===== config.mk =====
export PLATFORM = sky130hd
export DESIGN_NAME = apu_top
export DESIGN_NICKNAME = d
export VERILOG_FILES = /design/src/hw/apu_bus_pkg.sv /design/src/hw/apu_reg_pkg.sv /design/src/hw/apu_bus_port.sv /design/src/hw/apu_control.sv /design/src/hw/apu_clock_div.sv /design/src/hw/apu_mixer.sv /design/src/hw/apu_top.sv
export SDC_FILE = /design/constraint.sdc
export NUM_CORES = 1
export LEC_CHECK = 0
export BUFFER_PORTS_ARGS = -buffer_cell sky130_fd_sc_hd__buf_4
export CAP_MARGIN = 25
export CORE_MARGIN = 2
export CORE_UTILIZATION = 44
export DETAILED_ROUTE_END_ITERATION = 10
export PLACE_DENSITY_LB_ADDON = 0.1
export SYNTH_ARGS = -nofsm -noshare
export SYNTH_HDL_FRONTEND = slang
export SYNTH_SLANG_ARGS = --single-unit

===== constraint.sdc =====
create_clock -name apuv_4mhz -period 12.8 [get_ports apuv_4mhz]
set_input_delay 3.2 -clock apuv_4mhz [delete_from_list [all_inputs] [get_ports apuv_4mhz]]
set_output_delay 3.2 -clock apuv_4mhz [all_outputs]
set_load 0.005 [all_outputs]

===== src/hw/apu_bus_pkg.sv =====
package apu_bus_pkg;

	// host side register bus, one transaction in flight

	typedef enum logic {
		OP_READ  = 1'b0,
		OP_WRITE = 1'b1
	} bus_op_e;

	typedef struct packed {
		bus_op_e    op;
		logic [7:0] addr;  // offset within the sound unit window
		logic [7:0] wdata; // ignored on reads
	} bus_req_t;

	typedef struct packed {
		logic [7:0] rdata; // meaningless on write responses
		logic       hit;   // address matched NR50..NR52
	} bus_resp_t;

	// data field returned with a write acknowledge
	localparam logic [7:0] WR_RESP_DATA = 8'h00;

endpackage


===== src/hw/apu_reg_pkg.sv =====
package apu_reg_pkg;

	localparam logic [7:0] ADDR_NR50 = 8'h24; // master volume
	localparam logic [7:0] ADDR_NR51 = 8'h25; // panning
	localparam logic [7:0] ADDR_NR52 = 8'h26; // power and status

	typedef enum logic [1:0] {
		SEL_NONE,
		SEL_NR50,
		SEL_NR51,
		SEL_NR52
	} reg_sel_e;

	typedef struct packed {
		logic       vin_l; // external input to left, not mixed here
		logic [2:0] vol_l;
		logic       vin_r;
		logic [2:0] vol_r;
	} nr50_t;

	// bit n of each nibble is channel n+1
	typedef struct packed {
		logic [3:0] left_en;
		logic [3:0] right_en;
	} nr51_t;

	typedef struct packed {
		logic       strobe;
		reg_sel_e   sel;
		logic [7:0] data;
	} reg_wr_t;

	localparam nr50_t NR50_RST = '0;
	localparam nr51_t NR51_RST = '0;

	localparam int         PWR_BIT     = 7;      // NR52 master enable
	localparam logic [2:0] NR52_UNUSED = 3'b111; // always read back set
	localparam logic [7:0] RD_UNMAPPED = 8'hFF;  // open bus value

endpackage


===== src/hw/apu_bus_port.sv =====
`timescale 1ns/1ps

module apu_bus_port (
	input  logic                   apuv_4mhz,
	input  logic                   rst,
	input  logic                   req_valid,
	output logic                   req_ready,
	input  apu_bus_pkg::bus_req_t  req,
	output logic                   resp_valid,
	input  logic                   resp_ready,
	output apu_bus_pkg::bus_resp_t resp,
	output apu_reg_pkg::reg_wr_t   wr,
	output apu_reg_pkg::reg_sel_e  rd_sel,
	input  logic [7:0]             rd_data
);
	import apu_bus_pkg::*;
	import apu_reg_pkg::*;

	reg_sel_e sel;
	logic     accept;
	logic     is_write;

	always_comb begin
		case (req.addr)
			ADDR_NR50: sel = SEL_NR50;
			ADDR_NR51: sel = SEL_NR51;
			ADDR_NR52: sel = SEL_NR52;
			default:   sel = SEL_NONE;
		endcase
	end

	assign req_ready = !resp_valid; // stall until the response is taken
	assign accept    = req_valid && req_ready;
	assign is_write  = (req.op == OP_WRITE);

	always_comb begin
		if (accept && !is_write) begin
			rd_sel = sel; // control answers in the same cycle
		end else begin
			rd_sel = SEL_NONE;
		end
	end

	always_ff @(posedge apuv_4mhz) begin
		if (rst) begin
			resp_valid <= 1'b0;
		end else if (accept) begin
			resp_valid <= 1'b1;
		end else if (resp_ready) begin
			resp_valid <= 1'b0;
		end
	end

	// held until the host pops it
	always_ff @(posedge apuv_4mhz) begin
		if (accept) begin
			resp.hit   <= (sel != SEL_NONE);
			resp.rdata <= is_write ? WR_RESP_DATA : rd_data;
		end
	end

	always_ff @(posedge apuv_4mhz) begin
		if (rst) begin
			wr.strobe <= 1'b0;
		end else begin
			wr.strobe <= accept && is_write; // single cycle pulse
			if (accept) begin
				wr.sel  <= sel;
				wr.data <= req.wdata;
			end
		end
	end

endmodule


===== src/hw/apu_control.sv =====
`timescale 1ns/1ps

module apu_control (
	input  logic                  apuv_4mhz,
	input  logic                  rst,
	input  apu_reg_pkg::reg_wr_t  wr,
	input  apu_reg_pkg::reg_sel_e rd_sel,
	input  logic [3:0]            ch_active,
	output logic [7:0]            rd_data,
	output logic                  power,
	output apu_reg_pkg::nr50_t    nr50,
	output apu_reg_pkg::nr51_t    nr51
);
	import apu_reg_pkg::*;

	logic       wr_nr50;
	logic       wr_nr51;
	logic       wr_nr52;
	logic       pwr_down;
	logic [3:0] ch_bits;

	// NR50/NR51 are locked while the unit is powered down
	assign wr_nr50 = wr.strobe && (wr.sel == SEL_NR50) && power;
	assign wr_nr51 = wr.strobe && (wr.sel == SEL_NR51) && power;
	assign wr_nr52 = wr.strobe && (wr.sel == SEL_NR52);

	assign pwr_down = wr_nr52 && !wr.data[PWR_BIT];

	always_ff @(posedge apuv_4mhz) begin
		if (rst) begin
			power <= 1'b0;
		end else if (wr_nr52) begin
			power <= wr.data[PWR_BIT]; // only bit 7 is writable
		end
	end

	always_ff @(posedge apuv_4mhz) begin
		if (rst || pwr_down) begin
			nr50 <= NR50_RST;
		end else if (wr_nr50) begin
			nr50 <= nr50_t'(wr.data);
		end
	end

	always_ff @(posedge apuv_4mhz) begin
		if (rst || pwr_down) begin
			nr51 <= NR51_RST;
		end else if (wr_nr51) begin
			nr51 <= nr51_t'(wr.data);
		end
	end

	// status bits are meaningless with the unit off
	assign ch_bits = power ? ch_active : 4'h0;

	always_comb begin
		case (rd_sel)
			SEL_NR50: rd_data = nr50;
			SEL_NR51: rd_data = nr51;
			SEL_NR52: rd_data = {power, NR52_UNUSED, ch_bits};
			default:  rd_data = RD_UNMAPPED;
		endcase
	end

endmodule


===== src/hw/apu_clock_div.sv =====
`timescale 1ns/1ps

module apu_clock_div #(
	parameter int FRAME_DIV = 8192
) (
	input  logic       apuv_4mhz,
	input  logic       rst,
	input  logic       power,
	output logic       en_2mhz,
	output logic       en_1mhz,
	output logic       frame_tick,
	output logic [2:0] frame_step
);
	localparam int               CNT_W    = $clog2(FRAME_DIV);
	localparam logic [CNT_W-1:0] CNT_LAST = CNT_W'(FRAME_DIV - 1);

	logic [1:0]       pre;
	logic [CNT_W-1:0] frame_cnt;

	always_ff @(posedge apuv_4mhz) begin
		if (rst || !power) begin
			pre <= 2'd0;
		end else begin
			pre <= pre + 2'd1;
		end
	end

	assign en_2mhz = pre[0]; // every second cycle
	assign en_1mhz = &pre;   // every fourth cycle

	// power term keeps the tick quiet in the cycle power drops
	assign frame_tick = power && (frame_cnt == CNT_LAST);

	always_ff @(posedge apuv_4mhz) begin
		if (rst || !power) begin
			frame_cnt <= '0;
		end else if (frame_tick) begin
			frame_cnt <= '0;
		end else begin
			frame_cnt <= frame_cnt + CNT_W'(1);
		end
	end

	always_ff @(posedge apuv_4mhz) begin
		if (rst || !power) begin
			frame_step <= 3'd0;
		end else if (frame_tick) begin
			frame_step <= frame_step + 3'd1; // wraps after step 7
		end
	end

endmodule


===== src/hw/apu_mixer.sv =====
`timescale 1ns/1ps

module apu_mixer #(
	parameter int SAMPLE_W = 4
) (
	input  logic                     apuv_4mhz,
	input  logic                     rst,
	input  logic                     power,
	input  apu_reg_pkg::nr50_t       nr50,
	input  apu_reg_pkg::nr51_t       nr51,
	input  logic [3:0][SAMPLE_W-1:0] sample,
	output logic [SAMPLE_W+5:0]      left,
	output logic [SAMPLE_W+5:0]      right
);
	localparam int SUM_W = SAMPLE_W + 2; // four channels add two bits
	localparam int OUT_W = SAMPLE_W + 6; // gain up to 8 adds three more

	logic [SUM_W-1:0] sum_l;
	logic [SUM_W-1:0] sum_r;
	logic [3:0]       gain_l;
	logic [3:0]       gain_r;
	logic [OUT_W-1:0] mix_l;
	logic [OUT_W-1:0] mix_r;

	function automatic logic [SUM_W-1:0] pan_sum(
		input logic [3:0]               en,
		input logic [3:0][SAMPLE_W-1:0] s
	);
		logic [SUM_W-1:0] acc;
		acc = '0;
		for (int i = 0; i < 4; i++) begin
			if (en[i]) begin
				acc = acc + SUM_W'(s[i]);
			end
		end
		return acc;
	endfunction

	assign sum_l = pan_sum(nr51.left_en, sample);
	assign sum_r = pan_sum(nr51.right_en, sample);

	// volume field 0..7 means gain 1..8
	assign gain_l = {1'b0, nr50.vol_l} + 4'd1;
	assign gain_r = {1'b0, nr50.vol_r} + 4'd1;

	assign mix_l = OUT_W'(sum_l) * OUT_W'(gain_l);
	assign mix_r = OUT_W'(sum_r) * OUT_W'(gain_r);

	always_ff @(posedge apuv_4mhz) begin
		if (rst || !power) begin
			left  <= '0; // silent when powered down
			right <= '0;
		end else begin
			left  <= mix_l;
			right <= mix_r;
		end
	end

endmodule


===== src/hw/apu_top.sv =====
`timescale 1ns/1ps

module apu_top #(
	parameter int FRAME_DIV = 8192,
	parameter int SAMPLE_W  = 4
) (
	input  logic                     apuv_4mhz,
	input  logic                     rst,
	input  logic                     req_valid,
	output logic                     req_ready,
	input  apu_bus_pkg::bus_req_t    req,
	output logic                     resp_valid,
	input  logic                     resp_ready,
	output apu_bus_pkg::bus_resp_t   resp,
	input  logic [3:0]               ch_active,
	input  logic [3:0][SAMPLE_W-1:0] sample,
	output logic [SAMPLE_W+5:0]      left,
	output logic [SAMPLE_W+5:0]      right,
	output logic                     en_2mhz,
	output logic                     en_1mhz,
	output logic                     frame_tick,
	output logic [2:0]               frame_step
);
	import apu_reg_pkg::*;

	reg_wr_t    wr;
	reg_sel_e   rd_sel;
	logic [7:0] rd_data;
	logic       power;
	nr50_t      nr50;
	nr51_t      nr51;

	apu_bus_port u_bus_port (
		.apuv_4mhz  (apuv_4mhz),
		.rst        (rst),
		.req_valid  (req_valid),
		.req_ready  (req_ready),
		.req        (req),
		.resp_valid (resp_valid),
		.resp_ready (resp_ready),
		.resp       (resp),
		.wr         (wr),
		.rd_sel     (rd_sel),
		.rd_data    (rd_data)
	);

	apu_control u_control (
		.apuv_4mhz (apuv_4mhz),
		.rst       (rst),
		.wr        (wr),
		.rd_sel    (rd_sel),
		.ch_active (ch_active),
		.rd_data   (rd_data),
		.power     (power),
		.nr50      (nr50),
		.nr51      (nr51)
	);

	apu_clock_div #(
		.FRAME_DIV (FRAME_DIV)
	) u_clock_div (
		.apuv_4mhz  (apuv_4mhz),
		.rst        (rst),
		.power      (power),
		.en_2mhz    (en_2mhz),
		.en_1mhz    (en_1mhz),
		.frame_tick (frame_tick),
		.frame_step (frame_step)
	);

	apu_mixer #(
		.SAMPLE_W (SAMPLE_W)
	) u_mixer (
		.apuv_4mhz (apuv_4mhz),
		.rst       (rst),
		.power     (power),
		.nr50      (nr50),
		.nr51      (nr51),
		.sample    (sample),
		.left      (left),
		.right     (right)
	);

endmodule


Yosys cells after proc, flatten, opt, wreduce, memory -nomap -nowiden:

Cells that the tools add are included.
Widths: inputs -> output; s select.

* add/sub/neg operators: 11
* $mul: 2
* div/mod/pow operators: 0
* magnitude comparators: 0
* eq/ne operators: 10
* shifts and indexed selects: 0
* muxes and demuxes: 14
* bitwise gates (word level): 1
* reductions and logical operators: 21

Operators by type and width (count)
* $mux 6: 6
* $add 6x4->6: 4
* $eq 8x6->1 const B: 3
* $pmux 8 s3: 1
* $mul 6x4->10: 2
* $add 13x1->13 const B: 1
* $eq 13x13->1 const B: 1
* $mux 4: 3
* $add 4x4->5: 2
* $logic_and 1x1->1: 10
* $add 3x1->4 const B: 2
* $eq 2x2->1 const B: 4
* $pmux 2 s3: 1
* $eq 2x1->1 const B: 2
* $logic_not 1->1: 4
* $reduce_and 2->1: 2
* $reduce_bool 2->1: 2
* $add 3x1->3 const B: 1
* $add 2x1->2 const B: 1
* $logic_or 1x1->1: 2
* $mux 1: 2
* $mux 2: 1
* $reduce_or 2->1: 1
* $not 1->1: 1

* register bits: 76
* latch bits: 0
* memory bits (writable): 0
* memory bits (read-only): 0
* memories kept: 0

Logic depth before layout (Yosys ltp):

* word-level depth: 8
* depth in mapped cells: 26
* mapped depth without buffers: 26

Modules after synthesis:

From an unflattened synthesis, not the netlist that was laid out.

* cell total of the unflattened synthesis: 641
* area, all modules: 5841.9 µm²

By module, submodules not included
* apu_mixer: times used 1, cells each 407, area an instance 3439.5 µm², seq. area each 400.4 µm²
* apu_clock_div: times used 1, cells each 85, area an instance 818.3 µm², seq. area each 360.3 µm²
* apu_control: times used 1, cells each 103, area an instance 800.8 µm², seq. area each 340.3 µm²
* apu_bus_port: times used 1, cells each 46, area an instance 783.3 µm², seq. area each 610.6 µm²

Least setup slack after synthesis:

No wires, ideal clock.

* path type: input port to flip-flop
* start point: in sample[0] (netlist name)
* end point: reg u_mixer.left[8]
* setup time: 106 ps
* data arrival time: 8309 ps
* setup slack: 4385 ps
* stages on the path: 22
* buffers on the path: 0
* path through: and2_1 ha_1 inv_1 fa_1 mux2i_1 inv_1 fa_1 xnor2_1 mux2_2 ha_1 nor2b_1 o21ai_0 o21ai_0 or2_2 fa_1 fa_1 inv_1 fa_1 a21o_1 a21oi_1 nor2_1 o311ai_0

* word-level cells in the longest chain between the ends: 8

RTL lines
* start: declaration: RTL line apu_top.sv:16 `input logic [3:0][SAMPLE_W-1:0] sample,`
* $mux 4 (*): RTL line apu_mixer.sv:32 `if (en[i]) begin`
* $add 4x4->5: RTL line apu_mixer.sv:33 `acc = acc + SUM_W'(s[i]);`
* $mux 6 (*): RTL line apu_mixer.sv:32
* $add 6x4->6: RTL line apu_mixer.sv:33
* $mux 6 (*): RTL line apu_mixer.sv:32
* $add 6x4->6: RTL line apu_mixer.sv:33
* $mux 6 (*): RTL line apu_mixer.sv:32
* $mul 6x4->10 (*): RTL line apu_mixer.sv:46 `assign mix_l = OUT_W'(sum_l) * OUT_W'(gain_l);`
* end signal: assignment: RTL line apu_mixer.sv:54 `left <= mix_l;`
* end: declaration: RTL line apu_mixer.sv:12 `output logic [SAMPLE_W+5:0] left,`

Mark *: on every way between the ends. The rest lies on a longest branch, timed or not.
A chain may end at the register's enable or synchronous reset.

Final worst setup path:

* start point: in sample[0] (netlist name)
* end point: reg u_mixer.left[9]

Same word-level chain as after synthesis.

==> parameters.txt <==
Parameter                              Value

Clock tree
  Buffers inserted during post-CTS setup optimization ... 0
  Cts repair resizes ... 0
  Number of hold buffers added after cts ... 0
  CTS buffer count ... 9
  TritonCTS clock tree ... built
  Root Driver ... sky130_fd_sc_hd__clkbuf_16
  Buffer depth of the longest clock path ... 2
  Clock Latency Late Sink ... 340 ps
  Depth of the CTS H-tree ... 3
  CTS clk-pin slew, worst paths ... 50 ps
  Sinks on Clock Net ... 76

Power
  Max IR drop VDD ... 0.000119 V
  Int Pwr ... 477 uW
  Relative contribution of combinational cells to total power ... 5.7%
  Net Sw Power ... 116 uW
  Share of total power consumed by net switching ... 19.6%
  Part of the power in registers ... 42.6%
  Fraction of power consumed by the clock network ... 51.8%
  Power density over cell area ... 88.6 nW/um^2
  LEAKAGE ... 0.00290 uW

Detailed routing
  Total Wirelength ... 12100 um
  Detailed-routing iteration count for the pre-antenna-repair pass ... 6
  Number of remaining DRC errors ... 0
  Remaining antenna violation count ... 0
  Average wire length per cell after detail routing ... 13.8 um
  Total vias in the final route ... 4492
  Avg Vias per Cell ... 5.12
  Number of violations reported at the end of detailed-routing iteration 0 ... 177

Synth
  Post-synthesis adder-cell area fraction ... 21.5%
  Distinct cell type count after synthesis ... 66
  Synthesized netlist net count ... 751
  Ranking of synthesized cells by area ... sky130_fd_sc_hd__dfxtp_1, sky130_fd_sc_hd__ha_1, sky130_fd_sc_hd__edfxtp_1
  Cell count after synthesis ... 627
  Synthesized area per cell ... 8.92 sq um
  Sequential area share after synthesis ... 30.6%
  Number of synthesized flops with an enable pin ... 19
  Complex-gate fraction of the synthesized area ... 12.7%
  Proportion of netlist area held by the largest area contributor ... 20.4%
  Proportion of register bits with asynchronous set or reset after synthesis ... 0%
  Xor and xnor fraction of the mapped netlist area ... 5.28%
  Count of synthesis-stage warnings from yosys ... 0
  Simple-gate share of the synthesized area ... 20.4%
  Dominant cell type by area after synthesis ... sky130_fd_sc_hd__dfxtp_1
  Ys flop type ... sky130_fd_sc_hd__dfxtp_1
  Dominant combinational cell family by area after synthesis ... adder cells
  Share of synthesized area spent on multiplexers ... 4.65%
  Number of synthesized register bits ... 76
  Cell area after technology mapping ... 5590 sq um

Run
  # Max-Cap Violations ... 0

Worst hold path
  Worst Hold Path EP ... u_clock_div.pre[0]$_SDFF_PP0_
  Worst Hold Class ... flop to flop
  Worst hold start ... u_clock_div.pre[0]$_SDFF_PP0_
  Worst Hold Depth ... 1

Floorplan
  Core Region ... 12500 sq um
  Starting utilization of the core area ... 44.7%
  Width of the chip ... 117 um
  Total Die Area ... 13600 sq um
  Number of top-level pins ... 78
  Y dimension of the die ... 117 um
  Std-Cell Rows ... 41

STA
  Summed negative setup slack over all endpoints ... 0 ps
  Final worst clock skew ... 5.90 ps
  Unrepaired setup endpoints after global routing ... no
  Final setup viols ... 0
  Final critical-path share of the clock period ... 69.3%
  Maximum operating frequency ... 113 MHz
  Fin crit period ... 8870 ps
  Max transition margin ... 39.3%
  Slew Limit Fails ... 0
  Actual slew at the worst max-slew pin ... 907 ps
  Minimum hold slack ... 449 ps
  Final hold violation count ... 0

Setup path
  Required time of the critical path ... 13010 ps
  Crit Reg-Reg Endpoint ... u_mixer.left[9]$_SDFF_PP0_
  Worst setup EP type ... flop
  Crit path DAT ... 9090 ps
  Flop2flop setup slack ... 6350 ps
  Count of cells along the worst register-to-register path ... 26
  Setup CP Type ... primary input to flop
  Worst Path Max Fanout ... 4
  Launching point of the worst reg2reg path ... u_control.nr51[4]$_SDFFE_PP0P_
  Worst Setup Start Kind ... primary input

Placed design
  Post-detailed-placement cell area ... 6330 sq um
  Count of input and output buffers ... 77
  Weighted congestion reported at the end of routability-driven placement ... 0.863
  Number of cells in the design after placement ... 862
  Post-detail-place hpwl ... 9850 um

Layout
  Final Net Count ... 825
  Non-filler cells, final ... 878
  Ant. Diodes ... 0
  Layout cell share with drive strength beyond 1 ... 17.3%
  Most frequent cells in the layout ... sky130_fd_sc_hd__buf_4, sky130_fd_sc_hd__nand2_1, sky130_fd_sc_hd__nor2_1
  Final Instance Area ... 6690 sq um
  Most common cell after layout, fill and taps aside ... sky130_fd_sc_hd__buf_4
  Post-synthesis to final-layout area growth ... 19.6%

Global routing
  Layer carrying the most global-route usage ... met2
  First-pass GRT wire length ... 20800 um
  Number of antenna violations at the first check in global routing ... 0
  Number of global-route vias before repair ... 4513
  Global routing met3 resource utilization ... 4.20%
  Global-route usage over all layers ... 19.4%
  Pin count of the biggest net entering global routing ... 25
  Global-route track usage on met1 ... 24.3%
  Residual overflow from global routing ... 0
  Grt met2 use ... 33.6%

Outcome
  Run status ... finished, final reports clean
power by group through the flow:
stage          clock network [uW]  logic [uW]  registers [uW]
6_report                      307        33.5             252
5_1_grt                       323        37.7             253
4_1_cts                       313        33.9             252
3_5_place_dp                    0        33.8             258
3_3_place_gp                    0        32.7             257
2_1_floorplan                   0        14.8             257
stage by stage:
stage / util (%) / total power (uW) / worst slack [ps]
global placement: 50.5 / 290 / 3780
floorplan: - / 272 / 4390
CTS: 53.5 / 599 / 3930
finish: 53.5 / 593 / 3930
global route: 53.5 / 614 / 3520
detailed placement: 50.6 / 291 / 3620
routing by layer:
layer	share of wire [%]	vias up
met4	1.4	0
li1	-	2305
met1	46	2083
met3	3.9	13
met2	49	91
met5	0	-
sequential cells by signal, summed over array words and instances, names as in the netlist, 2 cells and up:
register	flops
u_control.nr50	8
u_control.nr51	8
u_mixer.right	10
u_clock_div.frame_step	3
u_mixer.left	10
u_clock_div.pre	2
u_bus_port.wr	11
u_bus_port.resp	9
u_clock_div.frame_cnt	13
critical path: stages:
cell and delay (ps):
sky130_fd_sc_hd__buf_4 80, sky130_fd_sc_hd__and2_1 150, sky130_fd_sc_hd__ha_1 170, sky130_fd_sc_hd__inv_1 50
sky130_fd_sc_hd__fa_1 390, sky130_fd_sc_hd__xor2_1 160, sky130_fd_sc_hd__mux2i_1 300, sky130_fd_sc_hd__ha_1 330
sky130_fd_sc_hd__a21oi_1 200, sky130_fd_sc_hd__nand2_1 90, sky130_fd_sc_hd__xor2_1 150, sky130_fd_sc_hd__mux2_2 270
sky130_fd_sc_hd__ha_1 300, sky130_fd_sc_hd__nor3b_1 260, sky130_fd_sc_hd__nor3b_1 90, sky130_fd_sc_hd__a311oi_1 470
sky130_fd_sc_hd__nor2_1 150, sky130_fd_sc_hd__fa_1 530, sky130_fd_sc_hd__inv_1 60, sky130_fd_sc_hd__fa_1 520
sky130_fd_sc_hd__inv_1 40, sky130_fd_sc_hd__ha_1 320, sky130_fd_sc_hd__nand2_1 80, sky130_fd_sc_hd__o21ai_0 280
sky130_fd_sc_hd__o22ai_1 160, sky130_fd_sc_hd__xor2_1 200, sky130_fd_sc_hd__nor2_1 70
cell families after synthesis:
logic type      count (synthesis)
fa+ha+maj                      83
xor+xnor                       32
buf+inv                        69
mux                            22
flops                          76
simple gates                  232
compound gates                113
final cells by class:
type                            instances  area [sq um]
Timing Repair Buffer                   79           593
Fill cell                            1187          5820
Multi-Input combinational cell        482          3610
Tap cell                              172           215
Clock inverter                          7           139
Sequential cell                        76          1710
Clock buffer                            9           225
Inverter                               53           199
cells in the mapped netlist, types with 7 or more instances:
cell                       count
sky130_fd_sc_hd__nand2_1      73
sky130_fd_sc_hd__nor2_1       62
sky130_fd_sc_hd__ha_1         61
sky130_fd_sc_hd__dfxtp_1      57
sky130_fd_sc_hd__inv_1        52
sky130_fd_sc_hd__a21oi_1      51
sky130_fd_sc_hd__fa_1         22
sky130_fd_sc_hd__edfxtp_1     19
sky130_fd_sc_hd__o21ai_0      18
sky130_fd_sc_hd__xnor2_1      16
sky130_fd_sc_hd__xor2_1       15
sky130_fd_sc_hd__and2_1       14
sky130_fd_sc_hd__mux2_2       12
sky130_fd_sc_hd__nand2b_1     12
sky130_fd_sc_hd__clkbuf_1     11
sky130_fd_sc_hd__nor3_1       11
sky130_fd_sc_hd__nand3_1      10
sky130_fd_sc_hd__mux2i_1       8
sky130_fd_sc_hd__and3_1        7
sky130_fd_sc_hd__o21a_1        7
how the worst max path moves through the flow:
| stage | start | end | cells after the start |
|---|---|---|---|
| 2_1_floorplan | sample[0] | u_mixer.left[8]$_SDFF_PP0_ | 22 |
| 3_3_place_gp | sample[0] | u_mixer.left[9]$_SDFF_PP0_ | 27 |
| 3_5_place_dp | sample[0] | u_mixer.left[9]$_SDFF_PP0_ | 27 |
| 4_1_cts | sample[0] | u_mixer.left[9]$_SDFF_PP0_ | 27 |
| 5_1_grt | sample[0] | u_mixer.left[9]$_SDFF_PP0_ | 27 |
| 6_report | sample[0] | u_mixer.left[9]$_SDFF_PP0_ | 27 |
Power figures use the tool's default switching activity.
